--- src/source/debug_pkg.sv ---
package debug_pkg;

    localparam int NB_DATA_8    = 8;
    localparam int NB_DATA_32   = 32;
    localparam int NB_ADDR      = 5;
    localparam int MEM_DEPTH    = 32;
    localparam int FIFO_DEPTH   = 16;

    localparam int CLK_FREQ     = 45_000_000;
    localparam int BAUD_RATE    = 19200;
    localparam int OVERSAMPLING = 16;
    localparam int TICK_DIV     = CLK_FREQ / (BAUD_RATE * OVERSAMPLING); // 146 cycles

    localparam int DIV_NB       = $clog2(TICK_DIV);     // Baud divider counter width
    localparam int TICK_NB      = $clog2(OVERSAMPLING); // Ticks within one bit
    localparam int BIT_NB       = $clog2(NB_DATA_8);    // Bit index within a byte
    localparam int FIFO_PTR_NB  = $clog2(FIFO_DEPTH);   // FIFO index, wrap bit not included

    localparam logic [NB_DATA_8-1:0] CMD_LOAD  = 8'h4C; // 'L'
    localparam logic [NB_DATA_8-1:0] CMD_READ  = 8'h52; // 'R'
    localparam logic [NB_DATA_8-1:0] CMD_CLEAR = 8'h43; // 'C'

    localparam logic [NB_DATA_8-1:0] RSP_ACK   = 8'h06;
    localparam logic [NB_DATA_8-1:0] RSP_NAK   = 8'h15;

    // Received byte with its framing status
    typedef struct packed {
        logic [NB_DATA_8-1:0] data;
        logic                 frame_err; // Stop bit sampled low
    } rx_byte_t;

    // Instruction memory write request
    typedef struct packed {
        logic [NB_ADDR-1:0]    addr;
        logic [NB_DATA_32-1:0] data;
    } mem_wr_t;

endpackage
--- src/source/debug_top.sv ---
`timescale 1ns/1ps

module debug_top (
    input  logic                          clk,
    input  logic                          i_rst_n,
    input  logic                          i_rx,
    output logic                          o_tx,
    output logic                          o_overflow,
    output logic [debug_pkg::NB_ADDR-1:0] o_load_count
);
    import debug_pkg::*;

    logic                  tick;
    rx_byte_t              rx_byte;
    logic                  rx_valid;
    rx_byte_t              fifo_head;
    logic                  fifo_empty;
    logic                  pop;
    logic                  wr_en;
    mem_wr_t               wr;
    logic [NB_ADDR-1:0]    rd_addr;
    logic [NB_DATA_32-1:0] rd_data;
    logic                  tx_start;
    logic [NB_DATA_8-1:0]  tx_data;
    logic                  tx_done;

    baud_gen u_baud_gen (
        .i_clk   (clk),
        .i_rst_n (i_rst_n),
        .o_tick  (tick)
    );

    uart_rx u_uart_rx (
        .i_clk   (clk),
        .i_rst_n (i_rst_n),
        .i_rx    (i_rx),
        .i_tick  (tick),
        .o_byte  (rx_byte),
        .o_valid (rx_valid)
    );

    byte_fifo u_byte_fifo (
        .i_clk      (clk),
        .i_rst_n    (i_rst_n),
        .i_push     (rx_valid),
        .i_pop      (pop),
        .i_byte     (rx_byte),
        .o_head     (fifo_head),
        .o_empty    (fifo_empty),
        .o_overflow (o_overflow)
    );

    debug_unit u_debug_unit (
        .i_clk        (clk),
        .i_rst_n      (i_rst_n),
        .i_head       (fifo_head),
        .i_empty      (fifo_empty),
        .i_tx_done    (tx_done),
        .i_rd_data    (rd_data),
        .o_pop        (pop),
        .o_wr_en      (wr_en),
        .o_tx_start   (tx_start),
        .o_wr         (wr),
        .o_rd_addr    (rd_addr),
        .o_tx_data    (tx_data),
        .o_load_count (o_load_count)
    );

    instr_mem u_instr_mem (
        .i_clk     (clk),
        .i_wr_en   (wr_en),
        .i_wr      (wr),
        .i_rd_addr (rd_addr),
        .o_rd_data (rd_data)
    );

    uart_tx u_uart_tx (
        .i_clk   (clk),
        .i_rst_n (i_rst_n),
        .i_tick  (tick),
        .i_start (tx_start),
        .i_data  (tx_data),
        .o_tx    (o_tx),
        .o_done  (tx_done)
    );

endmodule

--- src/source/instr_mem.sv ---
`timescale 1ns/1ps

module instr_mem (
    input  logic                             i_clk,
    input  logic                             i_wr_en,
    input  debug_pkg::mem_wr_t               i_wr,
    input  logic [debug_pkg::NB_ADDR-1:0]    i_rd_addr,
    output logic [debug_pkg::NB_DATA_32-1:0] o_rd_data
);
    import debug_pkg::*;

    logic [NB_DATA_32-1:0] mem [MEM_DEPTH];

    always_ff @(posedge i_clk) begin
        if (i_wr_en) begin
            mem[i_wr.addr] <= i_wr.data;
        end
        o_rd_data <= mem[i_rd_addr]; // One-cycle read
    end

endmodule

--- src/source/debug_unit.sv ---
`timescale 1ns/1ps

module debug_unit (
    input  logic                             i_clk,
    input  logic                             i_rst_n,
    input  debug_pkg::rx_byte_t              i_head,
    input  logic                             i_empty,
    input  logic                             i_tx_done,
    input  logic [debug_pkg::NB_DATA_32-1:0] i_rd_data,
    output logic                             o_pop,
    output logic                             o_wr_en,
    output logic                             o_tx_start,
    output debug_pkg::mem_wr_t               o_wr,
    output logic [debug_pkg::NB_ADDR-1:0]    o_rd_addr,
    output logic [debug_pkg::NB_DATA_8-1:0]  o_tx_data,
    output logic [debug_pkg::NB_ADDR-1:0]    o_load_count
);
    import debug_pkg::*;

    typedef enum logic [2:0] {
        IDLE,
        GET_ARGS,
        WRITE,
        READ,
        SEND,
        WAIT_DONE
    } state_t;

    state_t                state;
    logic [NB_DATA_8-1:0]  cmd;
    logic [2:0]            arg_cnt;  // Argument bytes still expected
    logic [2:0]            byte_cnt; // Reply bytes still to send
    logic [NB_ADDR-1:0]    load_ptr;
    logic [NB_DATA_32-1:0] word;
    logic [NB_DATA_32-1:0] rsp_word; // Reply bytes, next one on top
    logic                  take;

    assign take = !i_empty && (state == IDLE || state == GET_ARGS);

    assign o_pop        = take;
    assign o_wr_en      = (state == WRITE);
    assign o_wr.addr    = load_ptr;
    assign o_wr.data    = word;
    assign o_rd_addr    = i_head.data[NB_ADDR-1:0]; // Sampled by memory on the address pop
    assign o_tx_start   = (state == SEND);
    assign o_tx_data    = rsp_word[NB_DATA_32-1 -: NB_DATA_8];
    assign o_load_count = load_ptr;

    always_ff @(posedge i_clk or negedge i_rst_n) begin
        if (!i_rst_n) begin
            state    <= IDLE;
            arg_cnt  <= '0;
            byte_cnt <= '0;
            load_ptr <= '0;
        end else begin
            case (state)
                IDLE: begin
                    if (take) begin
                        byte_cnt <= 3'd1;
                        state    <= SEND; // NAK unless a known command
                        if (!i_head.frame_err) begin
                            case (i_head.data)
                                CMD_LOAD: begin
                                    arg_cnt <= 3'd4;
                                    state   <= GET_ARGS;
                                end
                                CMD_READ: begin
                                    arg_cnt <= 3'd1;
                                    state   <= GET_ARGS;
                                end
                                CMD_CLEAR: load_ptr <= '0;
                                default: ;
                            endcase
                        end
                    end
                end
                GET_ARGS: begin
                    if (take) begin
                        arg_cnt <= arg_cnt - 1'b1;
                        if (i_head.frame_err) begin
                            byte_cnt <= 3'd1;
                            state    <= SEND; // Abort with NAK
                        end else if (arg_cnt == 3'd1) begin
                            state <= (cmd == CMD_LOAD) ? WRITE : READ;
                        end
                    end
                end
                WRITE: begin
                    load_ptr <= load_ptr + 1'b1; // Wraps at 32
                    byte_cnt <= 3'd1;
                    state    <= SEND;
                end
                READ: begin
                    byte_cnt <= 3'd4;
                    state    <= SEND;
                end
                SEND: state <= WAIT_DONE;
                WAIT_DONE: begin
                    if (i_tx_done) begin
                        byte_cnt <= byte_cnt - 1'b1;
                        state    <= (byte_cnt == 3'd1) ? IDLE : SEND;
                    end
                end
                default: state <= IDLE;
            endcase
        end
    end

    always_ff @(posedge i_clk) begin
        case (state)
            IDLE: begin
                if (take) begin
                    cmd <= i_head.data;
                    if (!i_head.frame_err && i_head.data == CMD_CLEAR) begin
                        rsp_word <= {RSP_ACK, 24'd0};
                    end else begin
                        rsp_word <= {RSP_NAK, 24'd0};
                    end
                end
            end
            GET_ARGS: begin
                if (take) begin
                    word     <= {word[NB_DATA_32-NB_DATA_8-1:0], i_head.data}; // MSB first
                    rsp_word <= {RSP_NAK, 24'd0};
                end
            end
            WRITE:     rsp_word <= {RSP_ACK, 24'd0};
            READ:      rsp_word <= i_rd_data;
            WAIT_DONE: begin
                if (i_tx_done) begin
                    rsp_word <= rsp_word << NB_DATA_8;
                end
            end
            default: ;
        endcase
    end

endmodule

--- src/source/byte_fifo.sv ---
`timescale 1ns/1ps

module byte_fifo (
    input  logic                i_clk,
    input  logic                i_rst_n,
    input  logic                i_push,
    input  logic                i_pop,
    input  debug_pkg::rx_byte_t i_byte,
    output debug_pkg::rx_byte_t o_head,
    output logic                o_empty,
    output logic                o_overflow
);
    import debug_pkg::*;

    rx_byte_t               mem [FIFO_DEPTH];
    logic [FIFO_PTR_NB:0]   wr_ptr; // MSB is the wrap bit
    logic [FIFO_PTR_NB:0]   rd_ptr;
    logic                   full;
    logic                   do_push;
    logic                   do_pop;

    assign o_empty = (wr_ptr == rd_ptr);
    assign full    = (wr_ptr[FIFO_PTR_NB] != rd_ptr[FIFO_PTR_NB]) &&
                     (wr_ptr[FIFO_PTR_NB-1:0] == rd_ptr[FIFO_PTR_NB-1:0]);
    assign do_push = i_push && !full;
    assign do_pop  = i_pop && !o_empty;

    assign o_head  = mem[rd_ptr[FIFO_PTR_NB-1:0]]; // Show-ahead read

    always_ff @(posedge i_clk or negedge i_rst_n) begin
        if (!i_rst_n) begin
            wr_ptr     <= '0;
            rd_ptr     <= '0;
            o_overflow <= 1'b0;
        end else begin
            if (do_push) begin
                wr_ptr <= wr_ptr + 1'b1;
            end
            if (do_pop) begin
                rd_ptr <= rd_ptr + 1'b1;
            end
            if (i_push && full) begin
                o_overflow <= 1'b1; // Sticky until reset
            end
        end
    end

    always_ff @(posedge i_clk) begin
        if (do_push) begin
            mem[wr_ptr[FIFO_PTR_NB-1:0]] <= i_byte;
        end
    end

endmodule

--- src/source/uart_tx.sv ---
`timescale 1ns/1ps

module uart_tx (
    input  logic                           i_clk,
    input  logic                           i_rst_n,
    input  logic                           i_tick,
    input  logic                           i_start,
    input  logic [debug_pkg::NB_DATA_8-1:0] i_data,
    output logic                           o_tx,
    output logic                           o_done
);
    import debug_pkg::*;

    typedef enum logic [1:0] {
        IDLE,
        START,
        DATA,
        STOP
    } state_t;

    state_t               state;
    logic [TICK_NB-1:0]   tick_cnt;
    logic [BIT_NB-1:0]    bit_cnt;
    logic [NB_DATA_8-1:0] shift_reg;
    logic                 bit_end;

    assign bit_end = i_tick && (tick_cnt == TICK_NB'(OVERSAMPLING - 1));

    always_ff @(posedge i_clk or negedge i_rst_n) begin
        if (!i_rst_n) begin
            state    <= IDLE;
            tick_cnt <= '0;
            bit_cnt  <= '0;
            o_tx     <= 1'b1;
            o_done   <= 1'b0;
        end else begin
            o_done <= 1'b0;
            if (i_tick && state != IDLE) begin
                tick_cnt <= tick_cnt + 1'b1;
            end
            case (state)
                IDLE: begin
                    if (i_start) begin
                        state    <= START;
                        tick_cnt <= '0;
                        o_tx     <= 1'b0; // Start bit
                    end
                end
                START: begin
                    if (bit_end) begin
                        state   <= DATA;
                        bit_cnt <= '0;
                        o_tx    <= shift_reg[0];
                    end
                end
                DATA: begin
                    if (bit_end) begin
                        bit_cnt <= bit_cnt + 1'b1;
                        if (bit_cnt == BIT_NB'(NB_DATA_8 - 1)) begin
                            state <= STOP;
                            o_tx  <= 1'b1;
                        end else begin
                            o_tx  <= shift_reg[1]; // Next bit, shifted on this edge
                        end
                    end
                end
                STOP: begin
                    if (bit_end) begin
                        state  <= IDLE;
                        o_done <= 1'b1;
                    end
                end
                default: state <= IDLE;
            endcase
        end
    end

    always_ff @(posedge i_clk) begin
        if (state == IDLE && i_start) begin
            shift_reg <= i_data;
        end else if (state == DATA && bit_end) begin
            shift_reg <= shift_reg >> 1;
        end
    end

endmodule

--- src/source/uart_rx.sv ---
`timescale 1ns/1ps

module uart_rx (
    input  logic                i_clk,
    input  logic                i_rst_n,
    input  logic                i_rx,
    input  logic                i_tick,
    output debug_pkg::rx_byte_t o_byte,
    output logic                o_valid
);
    import debug_pkg::*;

    typedef enum logic [1:0] {
        IDLE,
        START,
        DATA,
        STOP
    } state_t;

    state_t               state;
    logic                 rx_meta;
    logic                 rx_sync;
    logic [TICK_NB-1:0]   tick_cnt;
    logic [BIT_NB-1:0]    bit_cnt;
    logic [NB_DATA_8-1:0] shift_reg;
    logic                 bit_end;
    logic                 mid_start;

    assign bit_end   = i_tick && (tick_cnt == TICK_NB'(OVERSAMPLING - 1));
    assign mid_start = i_tick && (tick_cnt == TICK_NB'(OVERSAMPLING / 2 - 1));

    // Two-flop synchronizer, idle line is high
    always_ff @(posedge i_clk or negedge i_rst_n) begin
        if (!i_rst_n) begin
            rx_meta <= 1'b1;
            rx_sync <= 1'b1;
        end else begin
            rx_meta <= i_rx;
            rx_sync <= rx_meta;
        end
    end

    always_ff @(posedge i_clk or negedge i_rst_n) begin
        if (!i_rst_n) begin
            state    <= IDLE;
            tick_cnt <= '0;
            bit_cnt  <= '0;
            o_valid  <= 1'b0;
        end else begin
            o_valid <= 1'b0;
            case (state)
                IDLE: begin
                    if (!rx_sync) begin
                        state    <= START;
                        tick_cnt <= '0;
                    end
                end
                START: begin
                    if (mid_start) begin
                        tick_cnt <= '0;
                        bit_cnt  <= '0;
                        state    <= rx_sync ? IDLE : DATA; // High at midpoint is a glitch
                    end else if (i_tick) begin
                        tick_cnt <= tick_cnt + 1'b1;
                    end
                end
                DATA: begin
                    if (bit_end) begin
                        if (bit_cnt == BIT_NB'(NB_DATA_8 - 1)) begin
                            state <= STOP;
                        end
                        bit_cnt <= bit_cnt + 1'b1;
                    end
                    if (i_tick) begin
                        tick_cnt <= tick_cnt + 1'b1; // Wraps to 0 on bit_end
                    end
                end
                STOP: begin
                    if (bit_end) begin
                        o_valid <= 1'b1;
                        state   <= IDLE;
                    end
                    if (i_tick) begin
                        tick_cnt <= tick_cnt + 1'b1;
                    end
                end
                default: state <= IDLE;
            endcase
        end
    end

    always_ff @(posedge i_clk) begin
        if (state == DATA && bit_end) begin
            shift_reg <= {rx_sync, shift_reg[NB_DATA_8-1:1]}; // LSB arrives first
        end
        if (state == STOP && bit_end) begin
            o_byte.data      <= shift_reg;
            o_byte.frame_err <= ~rx_sync;
        end
    end

endmodule

--- src/source/baud_gen.sv ---
`timescale 1ns/1ps

module baud_gen (
    input  logic i_clk,
    input  logic i_rst_n,
    output logic o_tick
);
    import debug_pkg::*;

    logic [DIV_NB-1:0] div_cnt;

    always_ff @(posedge i_clk or negedge i_rst_n) begin
        if (!i_rst_n) begin
            div_cnt <= '0;
            o_tick  <= 1'b0;
        end else begin
            if (div_cnt == DIV_NB'(TICK_DIV - 1)) begin
                div_cnt <= '0;
                o_tick  <= 1'b1; // One pulse per wrap
            end else begin
                div_cnt <= div_cnt + 1'b1;
                o_tick  <= 1'b0;
            end
        end
    end

endmodule

--- config.mk ---
export PLATFORM = sky130hd
export DESIGN_NAME = debug_top
export DESIGN_NICKNAME = d
export VERILOG_FILES = /design/src/source/debug_pkg.sv /design/src/source/debug_top.sv /design/src/source/instr_mem.sv /design/src/source/debug_unit.sv /design/src/source/byte_fifo.sv /design/src/source/uart_tx.sv /design/src/source/uart_rx.sv /design/src/source/baud_gen.sv
export SDC_FILE = /design/constraint.sdc
export NUM_CORES = 2
export LEC_CHECK = 0
export BUFFER_PORTS_ARGS = -buffer_cell sky130_fd_sc_hd__buf_2
export CELL_PAD_IN_SITES_DETAIL_PLACEMENT = 0
export CELL_PAD_IN_SITES_GLOBAL_PLACEMENT = 1
export CORE_ASPECT_RATIO = 1.4
export CORE_MARGIN = 5
export CORE_UTILIZATION = 54
export CTS_BUF_LIST = sky130_fd_sc_hd__clkbuf_16
export DETAILED_ROUTE_END_ITERATION = 10
export PLACE_DENSITY = 0.83
export SLEW_MARGIN = 40
export SYNTH_ARGS = -nofsm -noshare
export SYNTH_HDL_FRONTEND = slang
export SYNTH_SLANG_ARGS = --single-unit
--- constraint.sdc ---
create_clock -name clk -period 5.3 [get_ports clk]
set_input_delay 1.06 -clock clk [delete_from_list [all_inputs] [get_ports clk]]
set_output_delay 1.06 -clock clk [all_outputs]
set_load 0.02 [all_outputs]
==> results_dict.tcl <==
set metrics [dict create \
    rsz0062_at_grt "no" \
    finalCritPeriodShare_pct 78.2 \
    dp_hpwl_mm 79.8 \
    fin_setup_tns_ps 0 \
    largest_register_ffs 1024 \
    ios 10 \
    ff2ff_path_depth 10 \
    final_cell_area_sq_um 59200 \
    internal-power_mw 16.2 \
    drive_gt1_share_pct 12.5 \
    grt_use_total_pct 25.7 \
    seq_power_share_pct 57.8 \
    critPathRequiredTime_ps 5850 \
    clock-sinks 1354 \
    p_sw_share_pct 18.8 \
    cp-startpoint "u_byte_fifo.rd_ptr[0]" \
    core-area_sq_um 97800 \
    vias 30370 \
    fillers 6988 \
    ys_seq_area_share_pct 75.5 \
    endpoint "u_instr_mem.o_rd_data[6]" \
    r2r_end "u_instr_mem.o_rd_data[6]" \
    ys.warnings.count 0 \
    initial_core_util_pct 54.2 \
    antenna_found_initial 0 \
    yosysUniqueCellTypes 76 \
    drc_errors 0 \
    antenna_left 0 \
    cts_buffers 115 \
    fin_skew_ps 26.8 \
    htreeDepth 3 \
    fin_crit_ps 4150 \
    die_w_um 275 \
    power_density_nw_per_um2 336 \
    dr.pass1.iters 6 \
    regToRegStartpoint "u_byte_fifo.rd_ptr[0]" \
    grt_first_pass_wirelength_mm 198 \
    setup-violations-final 0 \
    clk_path_buf_depth 3 \
    fmax_mhz 241 \
    cts_resized 0 \
    place_worst_setup_slack_ps 1190 \
    power_frac_comb_pct 0.1 \
    syn_area_per_cell_sq_um 15.7 \
    die_height_um 381 \
    regToRegSetupSlack_ps 1150 \
    crit_type "flip-flop to flip-flop" \
    area_delta_synth_final_pct 11.6 \
    tightestPinTransition_ps 915 \
    hold_buffers 0 \
    overflow 0 \
    clock-root-buffer "clkbuf_16" \
    synthCells 3386 \
    p_switching_mw 3.73 \
    synthFlopType "edfxtp_1" \
    grt_max_degree 151 \
    syn_nets 3419 \
    finish.utilization_pct 60.5 \
    nets 3492 \
    io_buffers 9 \
    clkTransAtPathRegs_ps 60 \
    die_area_sq_um 105000 \
    grt_pass1_vias 29864 \
    whs_ps 362 \
    crit_arrival_ps 4700 \
    clkPwrFrac_pct 42.1 \
    status "finished clean" \
    synthArstFlopShare_pct 4.21 \
    place_area_sq_um 55300 \
    power_mw 19.9 \
    syn_area_sq_um 53100 \
    wl_per_cell_um 28.0 \
    vdd_drop_max_v 0.000287 \
    place_congestion 0.839 \
    worstPathMaxFanout 141 \
    maxSlewViolCount 0 \
    cp-start-kind "flip-flop" \
    final_cells 4870 \
    p_leak_nw 19.7 \
    worstSkewPairLatency_ps 710 \
    dp_cells 4643 \
    maxCapViolations 0 \
    relSlewSlack_pct 39.0 \
    hold_viol 0 \
    max_flop_register "u_instr_mem.mem" \
    synth_edf_count 1265 \
    cts_setup_buffers 0 \
    cts_tree "done" \
    top_regs "u_instr_mem.mem x1024, u_byte_fifo.mem x144" \
    drtIter0Drc 3514 \
    cp-end-kind "flip-flop" \
    hold_path_class "flip-flop to flip-flop" \
    viasPerCell 6.24 \
    routed_wl_mm 136 \
    ys_seq_elements 1354 \
    setup_ws_ps 1150 \
    num_rows 136 \
]
worst max-delay path, stage by stage (launching register included):
cell and delay (ps):
dfrtp_1 590, inv_1 740, nand3_1 140, and3_4 360, inv_16 470, buf_4 420
buf_4 250, mux2i_1 190, o221ai_1 140, a31oi_1 420, a21oi_1 140
layer usage:
layer  up-vias  routed length (um)  track usage [%]
li1      13257                   -                -
met2      1407               70800             45.4
met5         -                   0                0
met4         0                6680             11.2
met3       300                9800             3.13
met1     15406               49100             32.0
worst min path at each step:
stage / startpoint / to / slack [ps] / cells after the start
after floorplan: u_uart_rx.rx_meta / u_uart_rx.rx_sync / 350 / 0
after global placement: u_uart_rx.rx_meta / u_uart_rx.rx_sync / 350 / 0
after detailed placement: u_uart_rx.rx_meta / u_uart_rx.rx_sync / 350 / 0
after CTS: u_uart_rx.rx_meta / u_uart_rx.rx_sync / 370 / 0
after global routing: u_uart_rx.rx_meta / u_uart_rx.rx_sync / 370 / 0
final: u_uart_rx.rx_meta / u_uart_rx.rx_sync / 360 / 0
power by group through the flow:
| stage | sequential, mW | combinational (mW) | clock [mW] |
|---|---|---|---|
| after floorplan | 11.7 | 0.000330 | 0 |
| after global placement | 11.7 | 0.0107 | 0 |
| after detailed placement | 11.7 | 0.0108 | 0 |
| after CTS | 11.5 | 0.0109 | 8.45 |
| after global routing | 11.5 | 0.0127 | 8.92 |
| final | 11.5 | 0.0104 | 8.38 |
cells in the mapped netlist (12+ instances only):
cell type	instances	area (sq um)
and3_1	20	125
a22o_1	25	219
clkbuf_1	55	206
inv_1	25	93.8
nand4_1	18	113
xnor2_1	18	158
o22ai_1	21	131
dfrtp_1	54	1350
buf_4	23	173
nor4_1	32	200
a311oi_1	85	744
dfxtp_1	32	641
o221ai_1	40	350
nor2_1	66	248
edfxtp_1	1265	38000
mux2_2	22	248
buf_6	12	135
o21ai_0	28	140
and2_0	43	269
a31oi_1	73	457
mux4_2	35	788
nand3_1	140	701
and2_1	112	701
nand2_1	507	1900
a211oi_1	135	1010
a21oi_1	73	365
a221oi_1	18	158
buf_2	106	531
mux2i_1	168	1680
ha_1	30	375
layout by cell type, fill, tap and decap left out, types with 19 or more instances in the layout:
cell / Yosys / layout
a211oi_1: 135 / 135
a21oi_1: 73 / 73
a22o_1: 25 / 25
a311oi_1: 85 / 85
a31oi_1: 73 / 73
and2_0: 43 / 43
and2_1: 112 / 112
and3_1: 20 / 19
buf_4: 23 / 92
buf_6: 12 / 37
clkbuf_16: 0 / 116
clkinv_1: 1 / 31
dfrtp_1: 54 / 53
dfxtp_1: 32 / 32
edfxtp_1: 1265 / 1265
ha_1: 30 / 30
inv_1: 25 / 56
mux2_2: 22 / 22
mux2i_1: 168 / 167
mux4_2: 35 / 35
nand2_1: 507 / 503
nand3_1: 140 / 140
nor2_1: 66 / 31
nor2_4: 0 / 34
nor4_1: 32 / 32
o21ai_0: 28 / 28
o221ai_1: 40 / 40
o22ai_1: 21 / 20
kinds of logic after synthesis:
family | Yosys count | synth area share, %
mux | 229 | 5.26
xor+xnor | 24 | 0.396
flops | 1354 | 75.5
buf+inv | 233 | 2.23
compound gates | 531 | 7.30
simple gates | 985 | 8.64
fa+ha+maj | 30 | 0.707
area by class of cell:
cell class	instances	area, sq um	area share, %
Sequential cell	1354	40100	67.7
Multi-Input combinational cell	1799	12100	20.5
Clock buffer	116	2900	4.90
Tap cell	1311	1640	2.77
Timing Repair Buffer	157	1500	2.53
Clock inverter	100	841	1.42
Inverter	32	141	0.239
Antenna cell	1	2.50	0.00423
No activity file was read; power rests on OpenSTA's default activity.
